$ cat src/hdl/vec_macros.svh
`ifndef VEC_MACROS_SVH
`define VEC_MACROS_SVH

// Stream phit geometry
`define VEC_PHIT_W      128
`define VEC_LANES       4
`define VEC_ELEM_W      32
`define VEC_KEEP_W      16

// Vector register file layout
`define VEC_NUM_COL     4   // Columns in the mux chain
`define VEC_VRF_DEPTH   8   // Phits per column

// Per-lane stream FIFOs
`define VEC_FIFO_DEPTH  16

`endif

$ cat src/hdl/vec_pkg.sv
`include "vec_macros.svh"

package vec_pkg;

    // Stream side
    typedef logic [`VEC_PHIT_W-1:0] phit_t;
    typedef logic [`VEC_ELEM_W-1:0] elem_t;
    typedef logic [`VEC_LANES-1:0]  lane_mask_t;  // One valid bit per lane
    typedef logic [`VEC_KEEP_W-1:0] keep_t;

    // Register file addressing
    typedef logic [$clog2(`VEC_VRF_DEPTH)-1:0] vrf_addr_t;
    typedef logic [$clog2(`VEC_NUM_COL)-1:0]   col_sel_t;

    // Stored phits, 0 up to a full file of every column
    typedef logic [$clog2(`VEC_NUM_COL * `VEC_VRF_DEPTH + 1)-1:0] word_cnt_t;

    typedef enum logic [2:0] {
        SEQ_IDLE,
        SEQ_LOAD,
        SEQ_STREAMOUT,
        SEQ_DRAIN,
        SEQ_DONE
    } seq_state_t;

endpackage

$ cat src/hdl/stream_sequencer.sv
`timescale 1ns/1ps
`include "vec_macros.svh"

module stream_sequencer (
    input  logic                clk,
    input  logic                rst,
    input  logic                i_done_loader,
    input  logic                i_in_empty,
    input  logic                i_in_last,
    input  vec_pkg::phit_t      i_in_data,
    input  vec_pkg::lane_mask_t i_in_mask,
    output logic                o_pop,
    output logic                o_accept,
    output logic                o_wr_en,
    output vec_pkg::col_sel_t   o_wr_col,
    output vec_pkg::vrf_addr_t  o_wr_addr,
    output vec_pkg::phit_t      o_wr_data,
    output vec_pkg::lane_mask_t o_wr_mask,
    output logic                o_rd_en,
    output vec_pkg::col_sel_t   o_rd_col,
    output vec_pkg::vrf_addr_t  o_rd_addr,
    output logic                o_rd_last,
    input  logic                i_room,
    input  logic                i_last_out,
    output logic                o_ap_done
);
    import vec_pkg::*;

    localparam int        ADDR_W    = $bits(vrf_addr_t);
    localparam word_cnt_t MAX_WORDS = word_cnt_t'(`VEC_NUM_COL * `VEC_VRF_DEPTH);

    seq_state_t state;
    seq_state_t state_nxt;
    word_cnt_t  wr_cnt;  // Phits stored so far
    word_cnt_t  rd_cnt;  // Reads issued so far

    always_comb begin
        state_nxt = state;
        case (state)
            SEQ_IDLE:      if (i_done_loader) state_nxt = SEQ_LOAD;
            SEQ_LOAD:      if (o_pop && i_in_last) state_nxt = SEQ_STREAMOUT;
            SEQ_STREAMOUT: if (o_rd_en && o_rd_last) state_nxt = SEQ_DRAIN;
            SEQ_DRAIN:     if (i_last_out) state_nxt = SEQ_DONE;
            SEQ_DONE:      state_nxt = SEQ_IDLE;
            default:       state_nxt = SEQ_IDLE;
        endcase
    end

    always_ff @(posedge clk) begin
        if (rst) begin
            state  <= SEQ_IDLE;
            wr_cnt <= '0;
            rd_cnt <= '0;
        end else begin
            state <= state_nxt;
            if (state == SEQ_IDLE) begin
                wr_cnt <= '0;
                rd_cnt <= '0;
            end
            if (o_wr_en) begin
                wr_cnt <= wr_cnt + 1'b1;
            end
            if (o_rd_en) begin
                rd_cnt <= rd_cnt + 1'b1;
            end
        end
    end

    // One phit per cycle straight from the FIFO heads
    assign o_accept  = (state == SEQ_LOAD);
    assign o_pop     = o_accept && !i_in_empty;
    assign o_wr_en   = o_pop;
    assign o_wr_addr = vrf_addr_t'(wr_cnt);               // Column-major
    assign o_wr_col  = col_sel_t'(wr_cnt >> ADDR_W);
    assign o_wr_data = i_in_data;
    assign o_wr_mask = i_in_mask;

    // Streamout reads back in the same order
    assign o_rd_en   = (state == SEQ_STREAMOUT) && i_room;
    assign o_rd_addr = vrf_addr_t'(rd_cnt);
    assign o_rd_col  = col_sel_t'(rd_cnt >> ADDR_W);
    assign o_rd_last = (rd_cnt == word_cnt_t'(wr_cnt - 1'b1));

    assign o_ap_done = (state == SEQ_DONE);

    // Packet longer than the register files
    a_count_in_range: assert property (@(posedge clk) disable iff (rst)
        o_wr_en |-> (wr_cnt < MAX_WORDS))
        else $error("packet exceeds %0d phits", MAX_WORDS);

endmodule

$ cat config.mk
export PLATFORM = sky130hd
export DESIGN_NAME = stream_sequencer
export DESIGN_NICKNAME = d
export VERILOG_FILES = /design/src/hdl/vec_pkg.sv /design/src/hdl/stream_sequencer.sv
export VERILOG_INCLUDE_DIRS = /design/src /design/src/hdl
export SDC_FILE = /design/constraint.sdc
export NUM_CORES = 1
export LEC_CHECK = 0
export BUFFER_PORTS_ARGS = -buffer_cell sky130_fd_sc_hd__buf_2
export CAP_MARGIN = 30
export CORE_AREA = 2 2 111 113
export CTS_CLUSTER_DIAMETER = 200
export DETAILED_ROUTE_END_ITERATION = 10
export DIE_AREA = 0 0 113 115
export HOLD_SLACK_MARGIN = 0.1
export SLEW_MARGIN = 20
export SYNTH_ARGS = -nofsm -noshare
export SYNTH_HDL_FRONTEND = slang
export SYNTH_SLANG_ARGS = --single-unit
$ cat constraint.sdc
create_clock -name clk -period 2.06 [get_ports clk]
set_input_delay 0.412 -clock clk [delete_from_list [all_inputs] [get_ports clk]]
set_output_delay 0.412 -clock clk [all_outputs]
set_load 0.02 [all_outputs]
**After elaboration in Yosys (flattened, before gate mapping)**

Index checks and enable logic that the tools add are counted.

- Add/sub/neg operators: 3
- Reduce and logical (&&, ||, !) cells: 9
- Equality and inequality tests: 9
- Mux-type cells: 8

Operators by type and width:

| kind | number |
|---|---|
| 2-to-1 mux 6 bit | 3 |
| adder 6 x 1 -> 6 bit (second input constant) | 2 |
| 2-to-1 mux 3 bit | 4 |
| one-hot mux 3 bit (4 select lines) | 1 |
| == test 3 x 2 -> 1 bit (second input constant) | 2 |
| == test 6 bit | 1 |
| != test 2 bit (second input constant) | 3 |
| subtractor 6 x 1 -> 6 bit (second input constant) | 1 |
| logical AND 1 bit | 4 |
| AND reduction 4 bit | 1 |
| nonzero test 2 bit | 2 |
| == test 3 x 1 -> 1 bit (second input constant) | 1 |
| == test 3 bit (second input constant) | 1 |
| zero test 3 bit | 1 |
| != test 2 x 1 -> 1 bit (second input constant) | 1 |
| zero test 1 bit | 1 |

- Word-level logic and storage cells: 32
- Input port bits: 139
- Output and inout bits: 148
- Register bits after elaboration: 15

**Longest topological paths before layout**

- Depth after elaboration: 5
- Gate-level depth with buffers: 7
- Depth with buffers taken out: 6

**Worst setup path after synthesis**

OpenSTA, ideal clock, no wires.

- Path kind: register to output
- Start point: register wr_cnt[0]
- End point: output o_rd_last
- Required time: 1648 ps
- Slack: -117 ps
- Arrival time: 1765 ps
- Stages on the path, launching flop included: 6
- Buffers on the path: 0
- Cell sequence: dfxtp_1 inv_1 ha_1 xnor2_1 or4_1 nor2_1

- Cells in the longest elaborated chain, start to end: 2

RTL lines:

| item | line | text |
|---|---|---|
| from (decl) | stream_sequencer.sv:34 | `word_cnt_t wr_cnt;` |
| from (signal assigned) | stream_sequencer.sv:61 | `wr_cnt <= wr_cnt + 1'b1;` |
| subtractor 6 x 1 -> 6 bit | stream_sequencer.sv:82 | `assign o_rd_last = (rd_cnt == word_cnt_t'(wr_cnt - 1'b1));` |
| == test 6 bit | stream_sequencer.sv:82 |  |
| to (decl) | stream_sequencer.sv:22 | `output logic o_rd_last,` |

No other way between the ends.

**Worst setup path after layout**

Same ends and word-level chain as after synthesis.

==> results.ini <==
[setup_path]
crit_fanout = 4
r2r-start = state[2]$_SDFFE_PP0P_
arrival_time_of_the_worst_setup_path_ns = 1.68
worst_path_largest_cell_delay_ns = 0.55
crit_path_start = wr_cnt[0]$_SDFFE_PP0P_
crit_path_cell_trace = inv_1 > ha_4 > a21oi_1 > or4_4 > nor2_4 > buf_6
cp_data_required_time_ns = 1.65
critical_path.top_delay_family = simple AND/OR/NAND/NOR gates
worst_setup_path_end_kind = output port
timing.rr.end = wr_cnt[5]$_SDFFE_PP0P_
critPathLaunchType = register
cp_num_buf_inv = 2
count_of_cells_along_the_worst_register_to_register_path = 3
r2r_slack_ns = 0.29
worst-setup-path-type = register to output port
critical_path_cell_with_the_highest_stage_delay = or4_4

[clocking]
cts_hold_repair.buffers = 0
cts_tree = yes
ctsRootBufferMaster = clkbuf_16
cts.path.max_buffers = 2
cts-buffers-inserted = 3
h-tree-depth = 1
clkLatencyLatePin_ns = 0.25
clock-sinks = 15
register_clock_pin_slew_on_the_reported_worst_setup_and_hold_paths_ns = 0.05

[final_layout]
final_cell_mix = 21 x buf_2, 17 x nor2_1, 12 x a21oi_1, 11 x buf_4, 10 x dfxtp_1
finish.utilization = 0.1183
areaGrowthSynthToFinish_pct = -29.62
drive_above_1_share = 0.3333
n_antenna_cell = 0
nNetsFinal = 290
layout_commonest_cell = buf_2
post_layout_nonfiller_instances = 294
finalInstanceArea_um2 = 1398

[hold_path]
hold-path-endpoint = state[0]$_SDFFE_PP0P_
min-delay-start = i_room
hold-path-cell-count = 3
hold_path_class = input port to register

[detailed_routing]
detailroute.via_count = 1097
viasPerCell = 3.731
drc_errors = 18
detail_route.wl_per_cell_um = 13.11
firstDrtPassIters = 11
first_iter_violations = 59
detailed_route_wire_length_um = 3854
antenna_violating_nets_post_route = 0

[global_route]
use_met3 = 0.03901
top_usage_layer = met4
grt_start_max_net_pins = 15
total_global_routing_overflow = 0
number_of_antenna_violations_at_the_first_check_in_global_routing = 0
grt_pass1_wl_um = 5982
track_usage = 0.05824
global_route.usage.met1 = 0.05118
use_met2 = 0.07784
grt_pass1_vias = 1114

[placed_design]
dp_hpwl_um = 2953
place_congestion = 0.7832
standard_cell_area_after_detailed_placement_um2 = 1265
portBuffers = 22
dp_cells = 289

[floorplan]
die_height_um = 115
pin_count = 287
die_width_um = 113
design.die.area_um2 = 13000
floorplan.core_area_um2 = 11810
floorplan.rows = 40
start_util = 0.1681

[synth]
synth_xor_xnor_area_share = 0.03088
synth_top_family_by_area = buffers and inverters
avgSynthCellArea_um2 = 7.667
ys_seq_area_frac = 0.1512
synthMuxAreaShare = 0.02205
synth_compound_gate_area_share = 0.07246
total_nets_after_synthesis = 401
yosys.area_share.simple = 0.1323
syn-instance-count = 259
ys.warnings.count = 0
synth-adder-area-share = 0.01890
synth_cell_types = 37
yosys_register_bits = 15
synth_area_um2 = 1986

[sta]
final.setup_skew_ns = 0.002288
pins_over_their_slew_limit = 0
hold_slack_ns = 0.4702
min_period_ns = 2.096
worst_slew_margin = 0.7425
tightest_slew_ns = 0.3863
max_freq_ghz = 0.4770
totalNegativeSetupSlack_ns = -0.03648
final_critical_path_setup_slack_ns = -0.03648
report.final.hold_viol_count = 0
min_period_over_period = 1.018
grt_setup_unrepaired = yes
number_of_setup_violations_in_the_final_report = 1

[outcome]
outcome = complete, but fails checks
violations = DRC, setup timing

[power_and_ir_drop]
comb_power_share = 0.122
vdd_ir_drop_max_mv = 0.2274
power.internal_uw = 595.0
p_leak_nw = 0.5177
total_switching_power_uw = 181.7
powerDensity_nw_per_um2 = 555.7
seq_power_share = 0.387
sw_ratio = 0.2339
power.share.clock = 0.491

[job]
max-cap-violations = 0

## worst max-delay path by stage
| stage | to | slack, ns | cells after the start |
|---|---|---|---|
| global placement | o_rd_last | -0.05 | 6 |
| floorplan | o_rd_last | 0.04 | 5 |
| global route | o_rd_last | -0.09 | 6 |
| CTS | o_rd_last | -0.05 | 6 |
| detailed placement | o_rd_last | -0.05 | 6 |
| finish | o_rd_last | -0.04 | 6 |
## synthesized netlist by cell type
master / number / area (µm²)
buf_4: 143 / 1074
nor2_1: 18 / 67.56
dfxtp_1: 15 / 300.3
a21oi_1: 12 / 60.06
nand2_1: 8 / 30.03
clkbuf_1: 5 / 18.77
inv_1: 5 / 18.77
xnor2_1: 5 / 43.79
a211oi_1: 4 / 30.03
nor3_1: 4 / 20.02
ha_1: 3 / 37.54
mux2_1: 3 / 33.78
nand3_1: 3 / 15.01
nand4_1: 3 / 18.77
and3_1: 2 / 12.51
buf_2: 2 / 10.01
nand3b_1: 2 / 15.01
or4_1: 2 / 15.01
xor2_1: 2 / 17.52
a22oi_1: 1 / 7.510
a32o_1: 1 / 10.01
and2_1: 1 / 6.260
and4_1: 1 / 8.760
buf_6: 1 / 11.26
inv_2: 1 / 3.750
mux2i_1: 1 / 10.01
nor3_2: 1 / 10.01
nor4b_1: 1 / 8.760
nor4bb_1: 1 / 10.01
o2111ai_1: 1 / 8.760
o21ai_0: 1 / 5.000
o22ai_1: 1 / 6.260
o311ai_1: 1 / 8.760
o31ai_1: 1 / 7.510
or3_1: 1 / 6.260
or3b_2: 1 / 8.760
or4b_1: 1 / 10.01
## worst register-to-register path, cell delays in order, from the launching register on
cell and delay [ns]:
dfxtp_1 0.37, or4b_1 0.63, or4_1 0.53, a21oi_1 0.17
## metal layers
metal / vias to the layer above / wire length [µm]
met2: 97 / 1641
met1: 468 / 1234
li1: 477 / -
met3: 55 / 596
met5: - / 0
met4: 0 / 383
## flip-flops by register name (all words and copies together), names as in the netlist
name / count
rd_cnt: 6
state: 3
wr_cnt: 6
## through the flow
step | total power [mW] | setup slack [ns]
final | 0.7767 | -0.03648
after CTS | 0.7839 | -0.04630
after floorplan | 0.7428 | 0.03915
after global routing | 0.8128 | -0.09346
after detailed placement | 0.3951 | -0.04741
after global placement | 0.3944 | -0.05171
## power by group through the flow
stage / Combinational (mW) / Clock [mW] / Sequential [mW]
2_1_floorplan: 0.439 / 0 / 0.304
3_3_place_gp: 0.0883 / 0 / 0.306
3_5_place_dp: 0.0891 / 0 / 0.306
4_1_cts: 0.0936 / 0.390 / 0.300
5_1_grt: 0.104 / 0.408 / 0.301
6_report: 0.0948 / 0.381 / 0.301
## cell type report
cell class	instances	area [µm²]
Timing Repair Buffer	35	221.5
Inverter	6	25.02
Fill cell	1368	10410
Tap cell	147	183.9
Multi-Input combinational cell	87	579.3
Sequential cell	15	309.0
Clock buffer	4	78.83
## timing repair
item	CTS	global route
resized for setup	10	3
pin swaps	5	0
setup endpoints to repair	1	3
cloned	0	0
buffers inserted	1	0
## cell families after synthesis
logic type	count (synthesis)
compound gates	23
xor+xnor	7
fa+ha+maj	3
buf+inv	157
flops	15
mux	4
simple gates	50
Power figures use the tool's default switching activity.
