--- src/hdl/vec_macros.svh ---
`ifndef VEC_MACROS_SVH
`define VEC_MACROS_SVH

// Stream phit geometry
`define VEC_PHIT_W      128
`define VEC_LANES       4
`define VEC_ELEM_W      32
`define VEC_KEEP_W      16

// Vector register file layout
`define VEC_NUM_COL     4   // Columns in the mux chain
`define VEC_VRF_DEPTH   8   // Phits per column

// Per-lane stream FIFOs
`define VEC_FIFO_DEPTH  16

`endif

--- src/hdl/vec_pkg.sv ---
`include "vec_macros.svh"

package vec_pkg;

    // Stream side
    typedef logic [`VEC_PHIT_W-1:0] phit_t;
    typedef logic [`VEC_ELEM_W-1:0] elem_t;
    typedef logic [`VEC_LANES-1:0]  lane_mask_t;  // One valid bit per lane
    typedef logic [`VEC_KEEP_W-1:0] keep_t;

    // Register file addressing
    typedef logic [$clog2(`VEC_VRF_DEPTH)-1:0] vrf_addr_t;
    typedef logic [$clog2(`VEC_NUM_COL)-1:0]   col_sel_t;

    // Stored phits, 0 up to a full file of every column
    typedef logic [$clog2(`VEC_NUM_COL * `VEC_VRF_DEPTH + 1)-1:0] word_cnt_t;

    typedef enum logic [2:0] {
        SEQ_IDLE,
        SEQ_LOAD,
        SEQ_STREAMOUT,
        SEQ_DRAIN,
        SEQ_DONE
    } seq_state_t;

endpackage

--- src/hdl/stream_lane_fifo.sv ---
`timescale 1ns/1ps

module stream_lane_fifo #(
    parameter int WIDTH = 34,
    parameter int DEPTH = 16
) (
    input  logic             clk,
    input  logic             rst,
    input  logic             i_push,
    input  logic             i_pop,
    input  logic [WIDTH-1:0] i_din,
    output logic [WIDTH-1:0] o_dout,
    output logic             o_empty,
    output logic             o_full,
    output logic             o_free_ge3
);

    localparam int PTR_W = (DEPTH > 1) ? $clog2(DEPTH) : 1;
    localparam int CNT_W = $clog2(DEPTH + 1);

    logic [WIDTH-1:0] mem [DEPTH];
    logic [PTR_W-1:0] wr_ptr;
    logic [PTR_W-1:0] rd_ptr;
    logic [CNT_W-1:0] count;
    logic             do_push;
    logic             do_pop;

    assign do_push = i_push && !o_full;
    assign do_pop  = i_pop && !o_empty;

    always_ff @(posedge clk) begin
        if (do_push) begin
            mem[wr_ptr] <= i_din;
        end
    end

    always_ff @(posedge clk) begin
        if (rst) begin
            wr_ptr <= '0;
            rd_ptr <= '0;
            count  <= '0;
        end else begin
            if (do_push) begin
                wr_ptr <= (wr_ptr == PTR_W'(DEPTH - 1)) ? '0 : wr_ptr + 1'b1;
            end
            if (do_pop) begin
                rd_ptr <= (rd_ptr == PTR_W'(DEPTH - 1)) ? '0 : rd_ptr + 1'b1;
            end
            case ({do_push, do_pop})
                2'b10:   count <= count + 1'b1;
                2'b01:   count <= count - 1'b1;
                default: count <= count;
            endcase
        end
    end

    assign o_dout     = mem[rd_ptr];  // Fall-through head
    assign o_empty    = (count == '0);
    assign o_full     = (count == CNT_W'(DEPTH));
    assign o_free_ge3 = (count <= CNT_W'(DEPTH - 3));

    // Callers must respect the flags, otherwise lanes slip out of alignment
    a_no_push_full: assert property (@(posedge clk) disable iff (rst) !(i_push && o_full))
        else $error("lane FIFO pushed while full");
    a_no_pop_empty: assert property (@(posedge clk) disable iff (rst) !(i_pop && o_empty))
        else $error("lane FIFO popped while empty");

endmodule

--- src/hdl/stream_ingress.sv ---
`timescale 1ns/1ps
`include "vec_macros.svh"

module stream_ingress (
    input  logic                clk,
    input  logic                rst,
    input  vec_pkg::phit_t      i_tdata,
    input  logic                i_tvalid,
    input  logic                i_tlast,
    input  vec_pkg::keep_t      i_tkeep,
    input  logic                i_accept,
    output logic                o_tready,
    input  logic                i_pop,
    output vec_pkg::phit_t      o_in_data,
    output vec_pkg::lane_mask_t o_in_mask,
    output logic                o_in_last,
    output logic                o_in_empty
);
    import vec_pkg::*;

    localparam int KEEP_PER_LANE = `VEC_KEEP_W / `VEC_LANES;

    lane_mask_t lane_valid;
    lane_mask_t lane_full;
    lane_mask_t lane_empty;
    lane_mask_t lane_last;
    logic       handshake;
    logic       pop;
    logic       pkt_closed;  // tlast taken, hold off until the next arm

    assign o_tready  = i_accept && !pkt_closed && !(|lane_full);
    assign handshake = i_tvalid && o_tready;
    assign pop       = i_pop && !o_in_empty;

    always_ff @(posedge clk) begin
        if (rst) begin
            pkt_closed <= 1'b0;
        end else if (!i_accept) begin
            pkt_closed <= 1'b0;
        end else if (handshake && i_tlast) begin
            pkt_closed <= 1'b1;
        end
    end

    for (genvar l = 0; l < `VEC_LANES; l++) begin : g_lane
        // Lane counts only with its whole element kept
        assign lane_valid[l] = &i_tkeep[l*KEEP_PER_LANE +: KEEP_PER_LANE];

        stream_lane_fifo #(
            .WIDTH(`VEC_ELEM_W + 2),
            .DEPTH(`VEC_FIFO_DEPTH)
        ) u_fifo (
            .clk       (clk),
            .rst       (rst),
            .i_push    (handshake),  // All lanes together
            .i_pop     (pop),
            .i_din     ({i_tlast, lane_valid[l], i_tdata[l*`VEC_ELEM_W +: `VEC_ELEM_W]}),
            .o_dout    ({lane_last[l], o_in_mask[l], o_in_data[l*`VEC_ELEM_W +: `VEC_ELEM_W]}),
            .o_empty   (lane_empty[l]),
            .o_full    (lane_full[l]),
            .o_free_ge3()
        );
    end

    assign o_in_empty = |lane_empty;
    assign o_in_last  = &lane_last;

endmodule

--- config.mk ---
export PLATFORM = sky130hd
export DESIGN_NAME = stream_ingress
export DESIGN_NICKNAME = d
export VERILOG_FILES = /design/src/hdl/vec_pkg.sv /design/src/hdl/stream_lane_fifo.sv /design/src/hdl/stream_ingress.sv
export VERILOG_INCLUDE_DIRS = /design/src /design/src/hdl
export SDC_FILE = /design/constraint.sdc
export NUM_CORES = 2
export LEC_CHECK = 0
export BUFFER_PORTS_ARGS = -buffer_cell sky130_fd_sc_hd__buf_4
export CORE_MARGIN = 8
export CORE_UTILIZATION = 56
export CTS_CLUSTER_DIAMETER = 30
export DETAILED_ROUTE_END_ITERATION = 8
export GPL_TIMING_DRIVEN = 0
export MAX_ROUTING_LAYER = met4
export PLACE_DENSITY = 0.77
export REMOVE_ABC_BUFFERS = 1
export SLEW_MARGIN = 20
export SYNTH_ARGS = -nofsm -noshare
export SYNTH_HDL_FRONTEND = slang
export SYNTH_SLANG_ARGS = --single-unit
export TNS_END_PERCENT = 20
--- constraint.sdc ---
create_clock -name clk -period 6.19 [get_ports clk]
set_input_delay 1.238 -clock clk [delete_from_list [all_inputs] [get_ports clk]]
set_output_delay 1.238 -clock clk [all_outputs]
set_load 0.01 [all_outputs]
## After elaboration in Yosys (flattened, before gate mapping)

Memories as Yosys holds them, arrays and structs flattened. A register that Yosys moved wholly into a read port is not among the register bits.
Index checks and enable logic that the tools add are counted.

- Flip-flop bits (word level): 53
- Bits in latches: 0
- Bits in writable memories: 2,176
- Bits in read-only memories: 0
- Output and inout bits: 135
- Word-level logic and storage cells: 122
- Memories kept: 4

- Add/subtract/negate cells: 16
- Multiply operators: 0
- Div/mod/pow operators: 0
- Order comparisons: 0
- Equality and inequality tests: 20
- Shift-type cells: 0
- Mux-type cells: 28
- Bitwise logic cells: 1
- Reduce and logical (&&, ||, !) cells: 40

Memory list:

| memory | words | bits a word | read ports | clocked after Yosys merged registers in | wr ports | line | RTL |
|---|---|---|---|---|---|---|---|
| g_lane[0].u_fifo.mem | 16 | 34 | 1 | 1 | 1 | stream_lane_fifo.sv:21 | `logic [WIDTH-1:0] mem [DEPTH];` |
| g_lane[1].u_fifo.mem | 16 | 34 | 1 | 1 | 1 | stream_lane_fifo.sv:21 |  |
| g_lane[2].u_fifo.mem | 16 | 34 | 1 | 1 | 1 | stream_lane_fifo.sv:21 |  |
| g_lane[3].u_fifo.mem | 16 | 34 | 1 | 1 | 1 | stream_lane_fifo.sv:21 |  |

Operators with widths:

| kind | count |
|---|---|
| $mux 4 | 16 |
| $pmux 5 s2 | 4 |
| $add 4x1->4 const B | 8 |
| $eq 4x4->1 const B | 8 |
| $add 5x1->5 const B | 4 |
| $eq 5x5->1 const B | 4 |
| $logic_not 5->1 | 4 |
| $reduce_and 4->1 | 5 |
| $sub 5x1->5 const B | 4 |
| $logic_and 1x1->1 | 13 |
| $logic_not 1->1 | 11 |
| $eq 2x1->1 const B | 4 |
| $eq 2x2->1 const B | 4 |
| $mux 1 | 8 |
| $reduce_bool 2->1 | 4 |
| $reduce_or 4->1 | 2 |
| $reduce_or 2->1 | 1 |
| $not 1->1 | 1 |

## Longest topological paths before layout

- Depth after elaboration: 8
- Gate-level depth with buffers: 17

## By module

A second synthesis with hierarchy kept.

- Cells, all modules: 3,871
- Area, all modules: 85,613.4 sq um

By module, submodules not included:

| module | instances | cells each | area each (sq um) | sequential area each (sq um) |
|---|---|---|---|---|
| stream_lane_fifo | 4 | 964 | 21,368.0 | 16,676.0 |
| stream_ingress | 1 | 15 | 141.4 | 20.0 |

## Worst setup path before layout

OpenSTA, ideal clock, no wires.

- Path type: input -> register
- Start: input port i_tvalid
- End: memory g_lane[2].u_fifo.mem[5][0], enable pin
- Setup time: 523 ps
- Arrival: 5,729 ps
- Required time: 5,667 ps
- Setup slack: -62 ps
- Stages: 7
- Cells stage by stage: inv_1 > a2111oi_4 > and3_1 > buf_6 > inv_6 > buf_6 > nor4b_1

- Word-level cells in the longest chain between the ends: 4

RTL lines:

| what | line | RTL |
|---|---|---|
| start: declaration | stream_ingress.sv:8 | `input logic i_tvalid,` |
| $logic_and 1x1->1 | stream_ingress.sv:32 | `assign handshake = i_tvalid && o_tready;` |
| $logic_and 1x1->1 | stream_lane_fifo.sv:28 | `assign do_push = i_push && !o_full;` |
| $mux 1 | stream_lane_fifo.sv:32 | `if (do_push) begin` |
| $mux 1 (implied by the code) | stream_lane_fifo.sv:33 | `mem[wr_ptr] <= i_din;` |
| end: declaration | stream_lane_fifo.sv:21 |  |

Every way passes these cells.

==> results_dict.tcl <==
set metrics [dict create \
    cts_max_level 5 \
    r2r_slack_ps 2000 \
    cp-start-kind "register" \
    max_cap_viol_count 0 \
    grt_setup_unrepaired "no" \
    setup_viol 0 \
    synth_edf_count 2176 \
    r2r-end "g_lane[2].u_fifo.count[4]$_SDFFE_PP0P_" \
    postCtsSetupBuffers 0 \
    final_util_pct 70.1 \
    final_cells 6585 \
    via_per_inst 6.27 \
    dieHeight_um 407 \
    fin_crit_sh_pct 81.9 \
    crit_path_max_fanout 33 \
    cp-end-kind "primary output" \
    place_inst 5802 \
    postCtsHoldBufs 0 \
    root_buffer "clkbuf_16" \
    path_clk_slew_ps 40 \
    worst_slew_pin_slew_ps 911 \
    clock.fmax_ghz 0.197 \
    r2r_start "g_lane[2].u_fifo.count[2]$_SDFFE_PP0P_" \
    antenna_found_initial 21 \
    cts_resized 0 \
    ios 285 \
    ys_ff_latch 2245 \
    die_w_um 407 \
    final_cell_mix "edfxtp_1, mux4_2, clkbuf_16" \
    cts_tree "built" \
    fin_skew_ps 87.3 \
    crit_arrival_ps 3830 \
    worstHoldStart "g_lane[3].u_fifo.count[3]$_SDFFE_PP0P_" \
    core_area_mm2 0.152 \
    worstRegToRegCells 12 \
    path_class "register to primary output" \
    maxSlewViolCount 0 \
    drt_iter0_drc 4791 \
    dr.pass1.iters 5 \
    ctsLongestPathBuffers 4 \
    grt_start_max_net_pins 66 \
    floorplan.initialDensity_pct 56.4 \
    hold_slack_ps 514 \
    cts_inserted_buffers 419 \
    yosysWarnings 0 \
    grt_usage_pct 26.3 \
    vias 41316 \
    finalNetCount 4378 \
    overflow 0 \
    whs_endpoint "g_lane[3].u_fifo.count[3]$_SDFFE_PP0P_" \
    worstHoldPathCells 2 \
    outcome "completed" \
    rows 143 \
    yosysUniqueCellTypes 57 \
    dieArea_mm2 0.165 \
    synth_seq_area_share_pct 78.0 \
    synth_ff_type "edfxtp_1" \
    port_buffers 284 \
    drive_above_1_share_pct 41.2 \
    syn_to_final_growth_pct 24.4 \
    gp_congestion 0.726 \
    ant_nets 0 \
    async_flop_share_pct 0 \
    mostFrequentLayoutCell "edfxtp_1" \
    netlist_area_mm2 0.0855 \
    slew_headroom_pct 39.3 \
    final_hold_viol_count 0 \
    grt_pass1_wl_mm 305 \
    synth_area_per_cell_um2 24.3 \
    wire_per_inst_um 32.3 \
    worstSkewPairLatency_ps 960 \
    period_needed_ps 5070 \
    syn_inst 3522 \
    cts_num_sinks 2245 \
    totalPowerFinal_w 0.0401 \
    peakVddDrop_v 0.000264 \
    hp-class "register to register" \
    power_density_mw_per_mm2 377 \
    drc 0 \
    routed_wl_mm 212 \
    required_ps 4950 \
    power.leakage_nw 34.0 \
    first_global_vias 44384 \
    hpwl_mm 105 \
]
==> worst max-delay path, cell delays in order (launching register included) <==
cell and delay, ps:
dfxtp_4 740, buf_16 340, buf_12 280, buf_12 250, mux4_2 560, mux4_2 520, buf_4 170
==> power by group <==
part	internal, W	switching (W)	total [W]
logic	0.000235	0.000401	0.000636
registers	0.0168	0.0000316	0.0168
clock network	0.0149	0.00772	0.0226
==> cells in the mapped netlist (4+ instances only) <==
cell type / number / area, µm²
a21o_1: 6 / 45.0
edfxtp_1: 2176 / 65300
dfxtp_1: 69 / 1380
a211o_1: 5 / 43.8
nor3b_1: 10 / 75.1
a31oi_1: 8 / 50.1
nand3_1: 22 / 110
xor2_1: 15 / 131
nor2b_1: 4 / 25.0
nor3_1: 18 / 90.1
o31ai_1: 7 / 52.6
buf_1: 34 / 128
ha_1: 35 / 438
o22ai_1: 4 / 25.0
nor2_1: 43 / 161
and4_1: 4 / 35.0
mux2i_1: 24 / 240
or3_1: 4 / 25.0
and3_1: 35 / 219
nand3b_1: 7 / 52.6
buf_6: 6 / 67.6
mux4_2: 676 / 15200
nand2_1: 40 / 150
and2_1: 10 / 62.6
buf_2: 29 / 145
inv_1: 25 / 93.8
nand2b_1: 7 / 43.8
a22oi_1: 4 / 30.0
o21ai_0: 8 / 40.0
a21oi_1: 31 / 155
clkbuf_1: 115 / 432
==> layer usage <==
layer,GRT usage (%),wire length [µm],up-vias
met1,32.6,79500,22145
met5,-,0,-
li1,-,-,16756
met4,9.59,6520,0
met3,6.44,16600,386
met2,42.8,110000,2029
==> worst max path at each step <==
stage | start | endpoint | slack, ps
6_report | register | o_in_data[3] | 1120
5_1_grt | register | o_in_data[68] | 850
4_1_cts | register | o_in_data[68] | 950
3_5_place_dp | i_tvalid | g_lane[2].u_fifo.count[4]$_SDFFE_PP0P_ | 1330
3_3_place_gp | i_tvalid | g_lane[2].u_fifo.mem[5][28]$_DFFE_PP_ | -6190
2_1_floorplan | register | o_in_data[0] | -1830
==> cell type report <==
cell class | instances | area, µm²
clock buffer | 457 | 10800
timing repair buffer | 435 | 4580
clock inverter | 302 | 3270
fill | 8499 | 45400
sequential | 2245 | 66800
inverter | 26 | 103
multi-input combinational | 1066 | 18200
tap | 2030 | 2540
antenna | 24 | 60.1
==> state kept, by name, summed over array words and instances, names as in the netlist, named ones only <==
name	cells
g_lane.u_fifo.count	20
g_lane.u_fifo.mem	2176
g_lane.u_fifo.rd_ptr	16
g_lane.u_fifo.wr_ptr	16
pkt_closed	1
==> per-stage QoR <==
step	TNS, ps	instance area (µm²)	worst slack, ps
after global routing	0	106000	847
after CTS	0	106000	949
after detailed placement	0	92200	1330
after floorplan	-263260	84700	-1830
after global placement	-2244800	89400	-6190
final	0	106000	1120
==> cell families (layout without fill, tap and decap cells) <==
logic type	count (synthesis)	after routing	synth area share [%]
AO/OA/AOI/OAI	93	93	0.762
XOR/XNOR	18	18	0.184
adder cells (fa/ha/maj)	35	35	0.512
buffers and inverters	211	1220	1.03
flip-flops	2245	2245	78.0
multiplexers	703	703	18.1
other	0	24	0
AND/OR/NAND/NOR	217	217	1.35
Power figures use the tool's default switching activity.
