File: src/hdl/vec_macros.svh
`ifndef VEC_MACROS_SVH
`define VEC_MACROS_SVH

// Stream phit geometry
`define VEC_PHIT_W      128
`define VEC_LANES       4
`define VEC_ELEM_W      32
`define VEC_KEEP_W      16

// Vector register file layout
`define VEC_NUM_COL     4   // Columns in the mux chain
`define VEC_VRF_DEPTH   8   // Phits per column

// Per-lane stream FIFOs
`define VEC_FIFO_DEPTH  16

`endif

File: src/hdl/vec_pkg.sv
`include "vec_macros.svh"

package vec_pkg;

    // Stream side
    typedef logic [`VEC_PHIT_W-1:0] phit_t;
    typedef logic [`VEC_ELEM_W-1:0] elem_t;
    typedef logic [`VEC_LANES-1:0]  lane_mask_t;  // One valid bit per lane
    typedef logic [`VEC_KEEP_W-1:0] keep_t;

    // Register file addressing
    typedef logic [$clog2(`VEC_VRF_DEPTH)-1:0] vrf_addr_t;
    typedef logic [$clog2(`VEC_NUM_COL)-1:0]   col_sel_t;

    // Stored phits, 0 up to a full file of every column
    typedef logic [$clog2(`VEC_NUM_COL * `VEC_VRF_DEPTH + 1)-1:0] word_cnt_t;

    typedef enum logic [2:0] {
        SEQ_IDLE,
        SEQ_LOAD,
        SEQ_STREAMOUT,
        SEQ_DRAIN,
        SEQ_DONE
    } seq_state_t;

endpackage

File: src/hdl/stream_lane_fifo.sv
`timescale 1ns/1ps

module stream_lane_fifo #(
    parameter int WIDTH = 34,
    parameter int DEPTH = 16
) (
    input  logic             clk,
    input  logic             rst,
    input  logic             i_push,
    input  logic             i_pop,
    input  logic [WIDTH-1:0] i_din,
    output logic [WIDTH-1:0] o_dout,
    output logic             o_empty,
    output logic             o_full,
    output logic             o_free_ge3
);

    localparam int PTR_W = (DEPTH > 1) ? $clog2(DEPTH) : 1;
    localparam int CNT_W = $clog2(DEPTH + 1);

    logic [WIDTH-1:0] mem [DEPTH];
    logic [PTR_W-1:0] wr_ptr;
    logic [PTR_W-1:0] rd_ptr;
    logic [CNT_W-1:0] count;
    logic             do_push;
    logic             do_pop;

    assign do_push = i_push && !o_full;
    assign do_pop  = i_pop && !o_empty;

    always_ff @(posedge clk) begin
        if (do_push) begin
            mem[wr_ptr] <= i_din;
        end
    end

    always_ff @(posedge clk) begin
        if (rst) begin
            wr_ptr <= '0;
            rd_ptr <= '0;
            count  <= '0;
        end else begin
            if (do_push) begin
                wr_ptr <= (wr_ptr == PTR_W'(DEPTH - 1)) ? '0 : wr_ptr + 1'b1;
            end
            if (do_pop) begin
                rd_ptr <= (rd_ptr == PTR_W'(DEPTH - 1)) ? '0 : rd_ptr + 1'b1;
            end
            case ({do_push, do_pop})
                2'b10:   count <= count + 1'b1;
                2'b01:   count <= count - 1'b1;
                default: count <= count;
            endcase
        end
    end

    assign o_dout     = mem[rd_ptr];  // Fall-through head
    assign o_empty    = (count == '0);
    assign o_full     = (count == CNT_W'(DEPTH));
    assign o_free_ge3 = (count <= CNT_W'(DEPTH - 3));

    // Callers must respect the flags, otherwise lanes slip out of alignment
    a_no_push_full: assert property (@(posedge clk) disable iff (rst) !(i_push && o_full))
        else $error("lane FIFO pushed while full");
    a_no_pop_empty: assert property (@(posedge clk) disable iff (rst) !(i_pop && o_empty))
        else $error("lane FIFO popped while empty");

endmodule

File: src/hdl/stream_egress.sv
`timescale 1ns/1ps
`include "vec_macros.svh"

module stream_egress (
    input  logic                clk,
    input  logic                rst,
    input  vec_pkg::phit_t      i_push_data,
    input  vec_pkg::lane_mask_t i_push_mask,
    input  logic                i_push_valid,
    input  logic                i_push_last,
    output logic                o_room,
    output logic                o_last_out,
    output vec_pkg::phit_t      o_tdata,
    output logic                o_tvalid,
    input  logic                i_tready,
    output logic                o_tlast,
    output vec_pkg::keep_t      o_tkeep
);
    import vec_pkg::*;

    localparam int KEEP_PER_LANE = `VEC_KEEP_W / `VEC_LANES;

    lane_mask_t lane_empty;
    lane_mask_t lane_free;
    lane_mask_t lane_last;
    lane_mask_t lane_keep;
    logic       pop;

    assign o_tvalid = !(|lane_empty);
    assign pop      = o_tvalid && i_tready;

    for (genvar l = 0; l < `VEC_LANES; l++) begin : g_lane
        stream_lane_fifo #(
            .WIDTH(`VEC_ELEM_W + 2),
            .DEPTH(`VEC_FIFO_DEPTH)
        ) u_fifo (
            .clk       (clk),
            .rst       (rst),
            .i_push    (i_push_valid),
            .i_pop     (pop),
            .i_din     ({i_push_last, i_push_mask[l],
                         i_push_data[l*`VEC_ELEM_W +: `VEC_ELEM_W]}),
            .o_dout    ({lane_last[l], lane_keep[l], o_tdata[l*`VEC_ELEM_W +: `VEC_ELEM_W]}),
            .o_empty   (lane_empty[l]),
            .o_full    (),
            .o_free_ge3(lane_free[l])
        );

        // Mask bit widens back to a keep nibble
        assign o_tkeep[l*KEEP_PER_LANE +: KEEP_PER_LANE] = {KEEP_PER_LANE{lane_keep[l]}};
    end

    // Three slots absorb the reads already in the chain
    assign o_room = &lane_free;

    assign o_tlast    = o_tvalid && (&lane_last);
    assign o_last_out = pop && o_tlast;

endmodule

File: config.mk
export PLATFORM = sky130hd
export DESIGN_NAME = stream_egress
export DESIGN_NICKNAME = d
export VERILOG_FILES = /design/src/hdl/vec_pkg.sv /design/src/hdl/stream_lane_fifo.sv /design/src/hdl/stream_egress.sv
export VERILOG_INCLUDE_DIRS = /design/src /design/src/hdl
export SDC_FILE = /design/constraint.sdc
export NUM_CORES = 2
export LEC_CHECK = 0
export BUFFER_PORTS_ARGS = -buffer_cell sky130_fd_sc_hd__buf_2
export CORE_MARGIN = 5
export CORE_UTILIZATION = 54
export CTS_BUF_LIST = sky130_fd_sc_hd__clkbuf_4 sky130_fd_sc_hd__clkbuf_8 sky130_fd_sc_hd__clkbuf_16
export DETAILED_ROUTE_END_ITERATION = 12
export GPL_TIMING_DRIVEN = 0
export PLACE_DENSITY = 0.71
export SETUP_SLACK_MARGIN = 0.1
export SLEW_MARGIN = 20
export SYNTH_ARGS = -nofsm -noshare
export SYNTH_HDL_FRONTEND = slang
export SYNTH_SLANG_ARGS = --single-unit
File: constraint.sdc
create_clock -name clk -period 7.2 [get_ports clk]
set_input_delay 0.36 -clock clk [delete_from_list [all_inputs] [get_ports clk]]
set_output_delay 0.36 -clock clk [all_outputs]
set_load 0.01 [all_outputs]
# Word level (Yosys, flattened, before mapping)
# Memory sizes are Yosys's and may differ from the RTL's. A register that Yosys moved wholly into a read port is not among the register bits.
# Cells that the tools add are included.
dict set report classes {
  n_addsub 16
  n_mul 0
  div_mod_pow 0
  n_lt_le_gt_ge 4
  n_eq_ne 20
  shift 0
  mux 28
  bitwise_logic 0
  n_reduce_logical 31
}
# cell count
set op_table {}
lappend op_table {{$mux 4} 16}
lappend op_table {{$pmux 5 s2} 4}
lappend op_table {{$add 4x1->4 const B} 8}
lappend op_table {{$eq 4x4->1 const B} 8}
lappend op_table {{$add 5x1->5 const B} 4}
lappend op_table {{$eq 5x5->1 const B} 4}
lappend op_table {{$le 5x4->1 const B} 4}
lappend op_table {{$logic_not 5->1} 4}
lappend op_table {{$sub 5x1->5 const B} 4}
lappend op_table {{$logic_and 1x1->1} 11}
lappend op_table {{$logic_not 1->1} 9}
lappend op_table {{$eq 2x1->1 const B} 4}
lappend op_table {{$eq 2x2->1 const B} 4}
lappend op_table {{$mux 1} 8}
lappend op_table {{$reduce_and 4->1} 2}
lappend op_table {{$reduce_bool 2->1} 4}
lappend op_table {{$reduce_or 4->1} 1}
dict set report totals {
  ff_bits 52
  latchBits 0
  ramBits 2176
  mem_bits_ro 0
  output_inout_bits 148
  word_cells 115
  n_memories 4
}
# name words width read_ports rd_ports_with_merged_regs write_ports line
set memory_table {}
lappend memory_table {{g_lane[0].u_fifo.mem} 16 34 1 1 1 stream_lane_fifo.sv:21} ;# logic [WIDTH-1:0] mem [DEPTH];
lappend memory_table {{g_lane[1].u_fifo.mem} 16 34 1 1 1 stream_lane_fifo.sv:21}
lappend memory_table {{g_lane[2].u_fifo.mem} 16 34 1 1 1 stream_lane_fifo.sv:21}
lappend memory_table {{g_lane[3].u_fifo.mem} 16 34 1 1 1 stream_lane_fifo.sv:21}

# Logic depth before layout (Yosys ltp)
dict set report depth {
  ltp_word 7
  mapped_depth 15
  mapped_depth_nobuf 12
}

# Hierarchy
# Synthesis repeated with hierarchy kept, for this count alone.
dict set report hier_totals {
  cells_unflattened 3787
  area_unflattened_um2 85698.4
}
# mod instances cells_each area_per_inst_um2
set by_module_without_submodules {}
lappend by_module_without_submodules {{stream_lane_fifo (g_lane[0].u_fifo ...)} 3 964 21368.0}
lappend by_module_without_submodules {{stream_lane_fifo (g_lane[3].u_fifo)} 1 875 21453.1}
lappend by_module_without_submodules {stream_egress 1 20 141.4}

# Worst setup path after synthesis
# OpenSTA, ideal clock, no wires.
dict set report synth_timing {
  path_type {flip-flop to flip-flop}
  startpoint {register g_lane[3].u_fifo.count[2]}
  endpoint {memory g_lane[3].u_fifo.mem[1][0] (enable)}
  setup_ns 0.467
  t_arrival_ns 3.442
  path_slack_ns 3.290
  stages_incl_launch_ff 7
  path_buffers 2
  period_less_slack_ns 3.910
  cell_sequence {dfxtp_1 buf_2 or4_4 o21a_1 clkbuf_1 nand2_1 nor3_1}
}
dict set report synth_between {
  elab_chain_cells 5
}
# item line
set synth_rtl {}
lappend synth_rtl {{start, declared} stream_lane_fifo.sv:24} ;# logic [CNT_W-1:0] count;
lappend synth_rtl {{start signal, assigned} stream_lane_fifo.sv:50} ;# 2'b10: count <= count + 1'b1;
lappend synth_rtl {{start signal, assigned} stream_lane_fifo.sv:51} ;# 2'b01: count <= count - 1'b1;
lappend synth_rtl {{start signal, assigned} stream_lane_fifo.sv:52} ;# default: count <= count;
lappend synth_rtl {{$eq 5x5->1} stream_lane_fifo.sv:59} ;# assign o_full = (count == CNT_W'(DEPTH));
lappend synth_rtl {{$logic_not 1->1} stream_lane_fifo.sv:28} ;# assign do_push = i_push && !o_full;
lappend synth_rtl {{$logic_and 1x1->1} stream_lane_fifo.sv:28}
lappend synth_rtl {{$mux 1} stream_lane_fifo.sv:32} ;# if (do_push) begin
lappend synth_rtl {{$mux 1 (not written as such)} stream_lane_fifo.sv:33} ;# mem[wr_ptr] <= i_din;
lappend synth_rtl {{end, declared} stream_lane_fifo.sv:21}
# Every way passes these cells.

==> flow_summary_export.csv <==
group,metric,value,unit
setup_path,critPathArrivalTime,4200,ps
routing,dr_total_vias,40700,
routing,wl_per_cell,29.9,um
routing,vias_per_cell,6.16,
cts,clk_pin_slew,60,ps
yosys,netlist-cell-type-count,56,
worst_hold_path,whs_endpoint,"g_lane[1].u_fifo.mem[7][33]",
setup_path,worstSetupStartpointType,"flip-flop",
routing,ant_nets,0,
worst_hold_path,hold_depth,1,
routing,drt-initial-drc-count,4782,
yosys,synthArstFlopShare,0,%
setup_path,reg2reg_to,"g_lane[2].u_fifo.count[4]",
routing,drc_errors,0,
die,core_area,158000,um2
final_layout,fin_nets,4516,
global_routing,grt_pass1_vias,42200,
yosys,syn_area,85700,um2
cts,worstSkewPairLatency,860,ps
job,max_cap_violations,0,
timing,fin_crit_sh,63.3,%
yosys,ys_ff_latch,2244,
setup_path,end_kind,"output port",
cts,cts_max_path_buffers,3,
placement,dp.cells,6066,
cts,cts_max_level,4,
yosys,synthFlopType,"edfxtp_1",
die,die_area,167000,um2
yosys,synth-seq-area-share,77.9,%
yosys,yosysWarnings,0,
placement,port_buffers,283,
power,power.leakage,32.1,nW
die,io_pins,285,
setup_path,r2r_start,"g_lane[0].u_fifo.count[2]",
yosys,syn-num-nets,3704,
timing,relSlewSlack,28.1,%
routing,routed_wl,197000,um
yosys,yosys-top-cells-area,"edfxtp_1 (76%), mux4_2 (18%), dfxtp_1 (1.6%)",
power,cellPowerDensity,262,nW/um2
routing,drt-pass1-iter-count,5,
setup_path,crit_required,6840,ps
placement,dp_hpwl,124000,um
global_routing,gr-total-overflow,0,
timing,worst_pin_slew,1070,ps
placement,place_congestion,0.753,
yosys,netlist_instances,3532,
yosys,netlist.area_leader.share,76.3,%
die,die_y,408,um
timing,max_freq,220,MHz
yosys,synth_top_cell_by_area,"edfxtp_1",
final_layout,mostFrequentLayoutCell,"edfxtp_1",
global_routing,grt_usage,23.9,%
timing,finalHoldViolations,0,
timing,finClkSkew,71.5,ps
cts,cts_buffers,215,
power,vdd_drop_max,0.000246,V
die,rows,146,
global_routing,grt_pass1_wl,291000,um
global_routing,grt_max_degree,65,
die,die_w,408,um
cts,cts_tree,"done",
die,start_util,54.2,%
yosys,synth.avg_cell_area,24.3,um2
timing,min_period,4560,ps
outcome,status,"finished, final reports clean",
cts,ctsResizeCount,0,
final_layout,area_delta_synth_final,18.9,%
final_layout,post_route_cells_drive_above_1_share,37.5,%
timing,rsz0062_at_grt,"false",
final_layout,finish.utilization,64.5,%
global_routing,antenna_found_initial,12,
setup_path,worst-path-max-fanout,10,
timing,whs,135,ps
final_layout,layout.cells.non_filler,6603,
timing,setup_viol,0,
setup_path,rr_worst_depth,15,
worst_hold_path,holdCritStartpoint,"i_push_last",
final_layout,mostFrequentLayoutCells,"edfxtp_1 (2176), mux4_2 (676), buf_2 (351)",
setup_path,critPathKind,"reg2out",
timing,drv_slew,0,
setup_path,r2r_slack,3470,ps
cts,cts.sinks,2244,
cts,clock-root-buffer,"clkbuf_16",
yosys,synth_edf_count,2176,
power,power,26.7,mW
worst_hold_path,min-delay-path-class,"in2reg",
-- cells by family after synthesis --
| kind of cell | count (synthesis) | share of synthesized area (%) |
|---|---|---|
| XOR/XNOR | 21 | 0.215 |
| AO/OA/AOI/OAI | 104 | 0.765 |
| buffers and inverters | 222 | 1.44 |
| multiplexers | 691 | 17.9 |
| flip-flops | 2244 | 77.9 |
| AND/OR/NAND/NOR | 215 | 1.25 |
| adder cells (fa/ha/maj) | 35 | 0.511 |
-- how the worst max path moves through the flow --
stage,cells after the start,slack (ps),to,start
finish,7,2640,o_tlast,flip-flop
global route,7,2300,o_tlast,flip-flop
CTS,6,2270,o_tlast,flip-flop
detailed placement,6,3160,o_tlast,flip-flop
global placement,6,-210,g_lane[3].u_fifo.mem[1][17],g_lane[3].u_fifo.count[2]
floorplan,6,3290,g_lane[3].u_fifo.mem[1][0],g_lane[3].u_fifo.count[2]
-- cell type report --
class                   instances  area, um2
fillers                     10000      56200
well taps                    2072       2590
repair buffers                595       5890
inverters                      23       86.3
clock buffers                 265       5840
diodes                          6       15.0
clock inverters               133       1400
plain buffers                 199       1150
multi-input cells            1066      18200
flip-flops and latches       2244      66700
-- cell usage after synthesis, types with 14 or more instances --
library cell / number
a21oi_1: 38
buf_1: 16
buf_2: 69
buf_8: 16
clkbuf_1: 72
dfxtp_1: 68
edfxtp_1: 2176
ha_1: 35
inv_1: 22
mux2i_1: 14
mux4_2: 676
nand2_1: 34
nor2_1: 85
nor3_1: 27
o21ai_0: 16
xor2_1: 15
-- per-layer routing --
layer  vias up  track usage (%)  part of all wire, %
met5         -                0                0.025
met4         8             6.55                  2.6
met3       329             4.76                  8.3
met2      1929             38.7                   50
met1     21600             34.0                   39
li1      16800                -                    -
-- worst max-delay path: stages, from the launching register on --
cell and delay [ps]:
dfxtp_1 300, buf_2 240, buf_2 310, buf_1 770, mux2i_1 540, nand3_1 210
nor3b_1 740, buf_2 270
-- timing repair --
action	CTS	global route
hold buffers	133	0
buffers inserted	0	0
endpoints found under the hold margin	2114	0
setup endpoints to repair	0	0
-- through the flow --
stage	worst slack [ps]	cell area, um2	setup TNS, ps
after floorplan	3290	85700	0
after global placement	-206	89700	-16570
after detailed placement	3160	93300	0
after CTS	2270	102000	0
after global routing	2300	102000	0
final	2640	102000	0
-- registers in the layout (all words and copies together) (netlist names), named ones only --
signal / count
g_lane.u_fifo.wr_ptr: 16
g_lane.u_fifo.rd_ptr: 16
g_lane.u_fifo.mem: 2176
g_lane.u_fifo.count: 20
-- report_power, final --
part,internal [mW],leakage [nW],total (mW),switching [mW]
registers,14.5,20.2,14.5,0.0352
clock network,6.45,3.57,11.3,4.86
logic,0.363,8.34,0.884,0.521
total,21.3,32.1,26.7,5.42
Power figures use the tool's default switching activity.
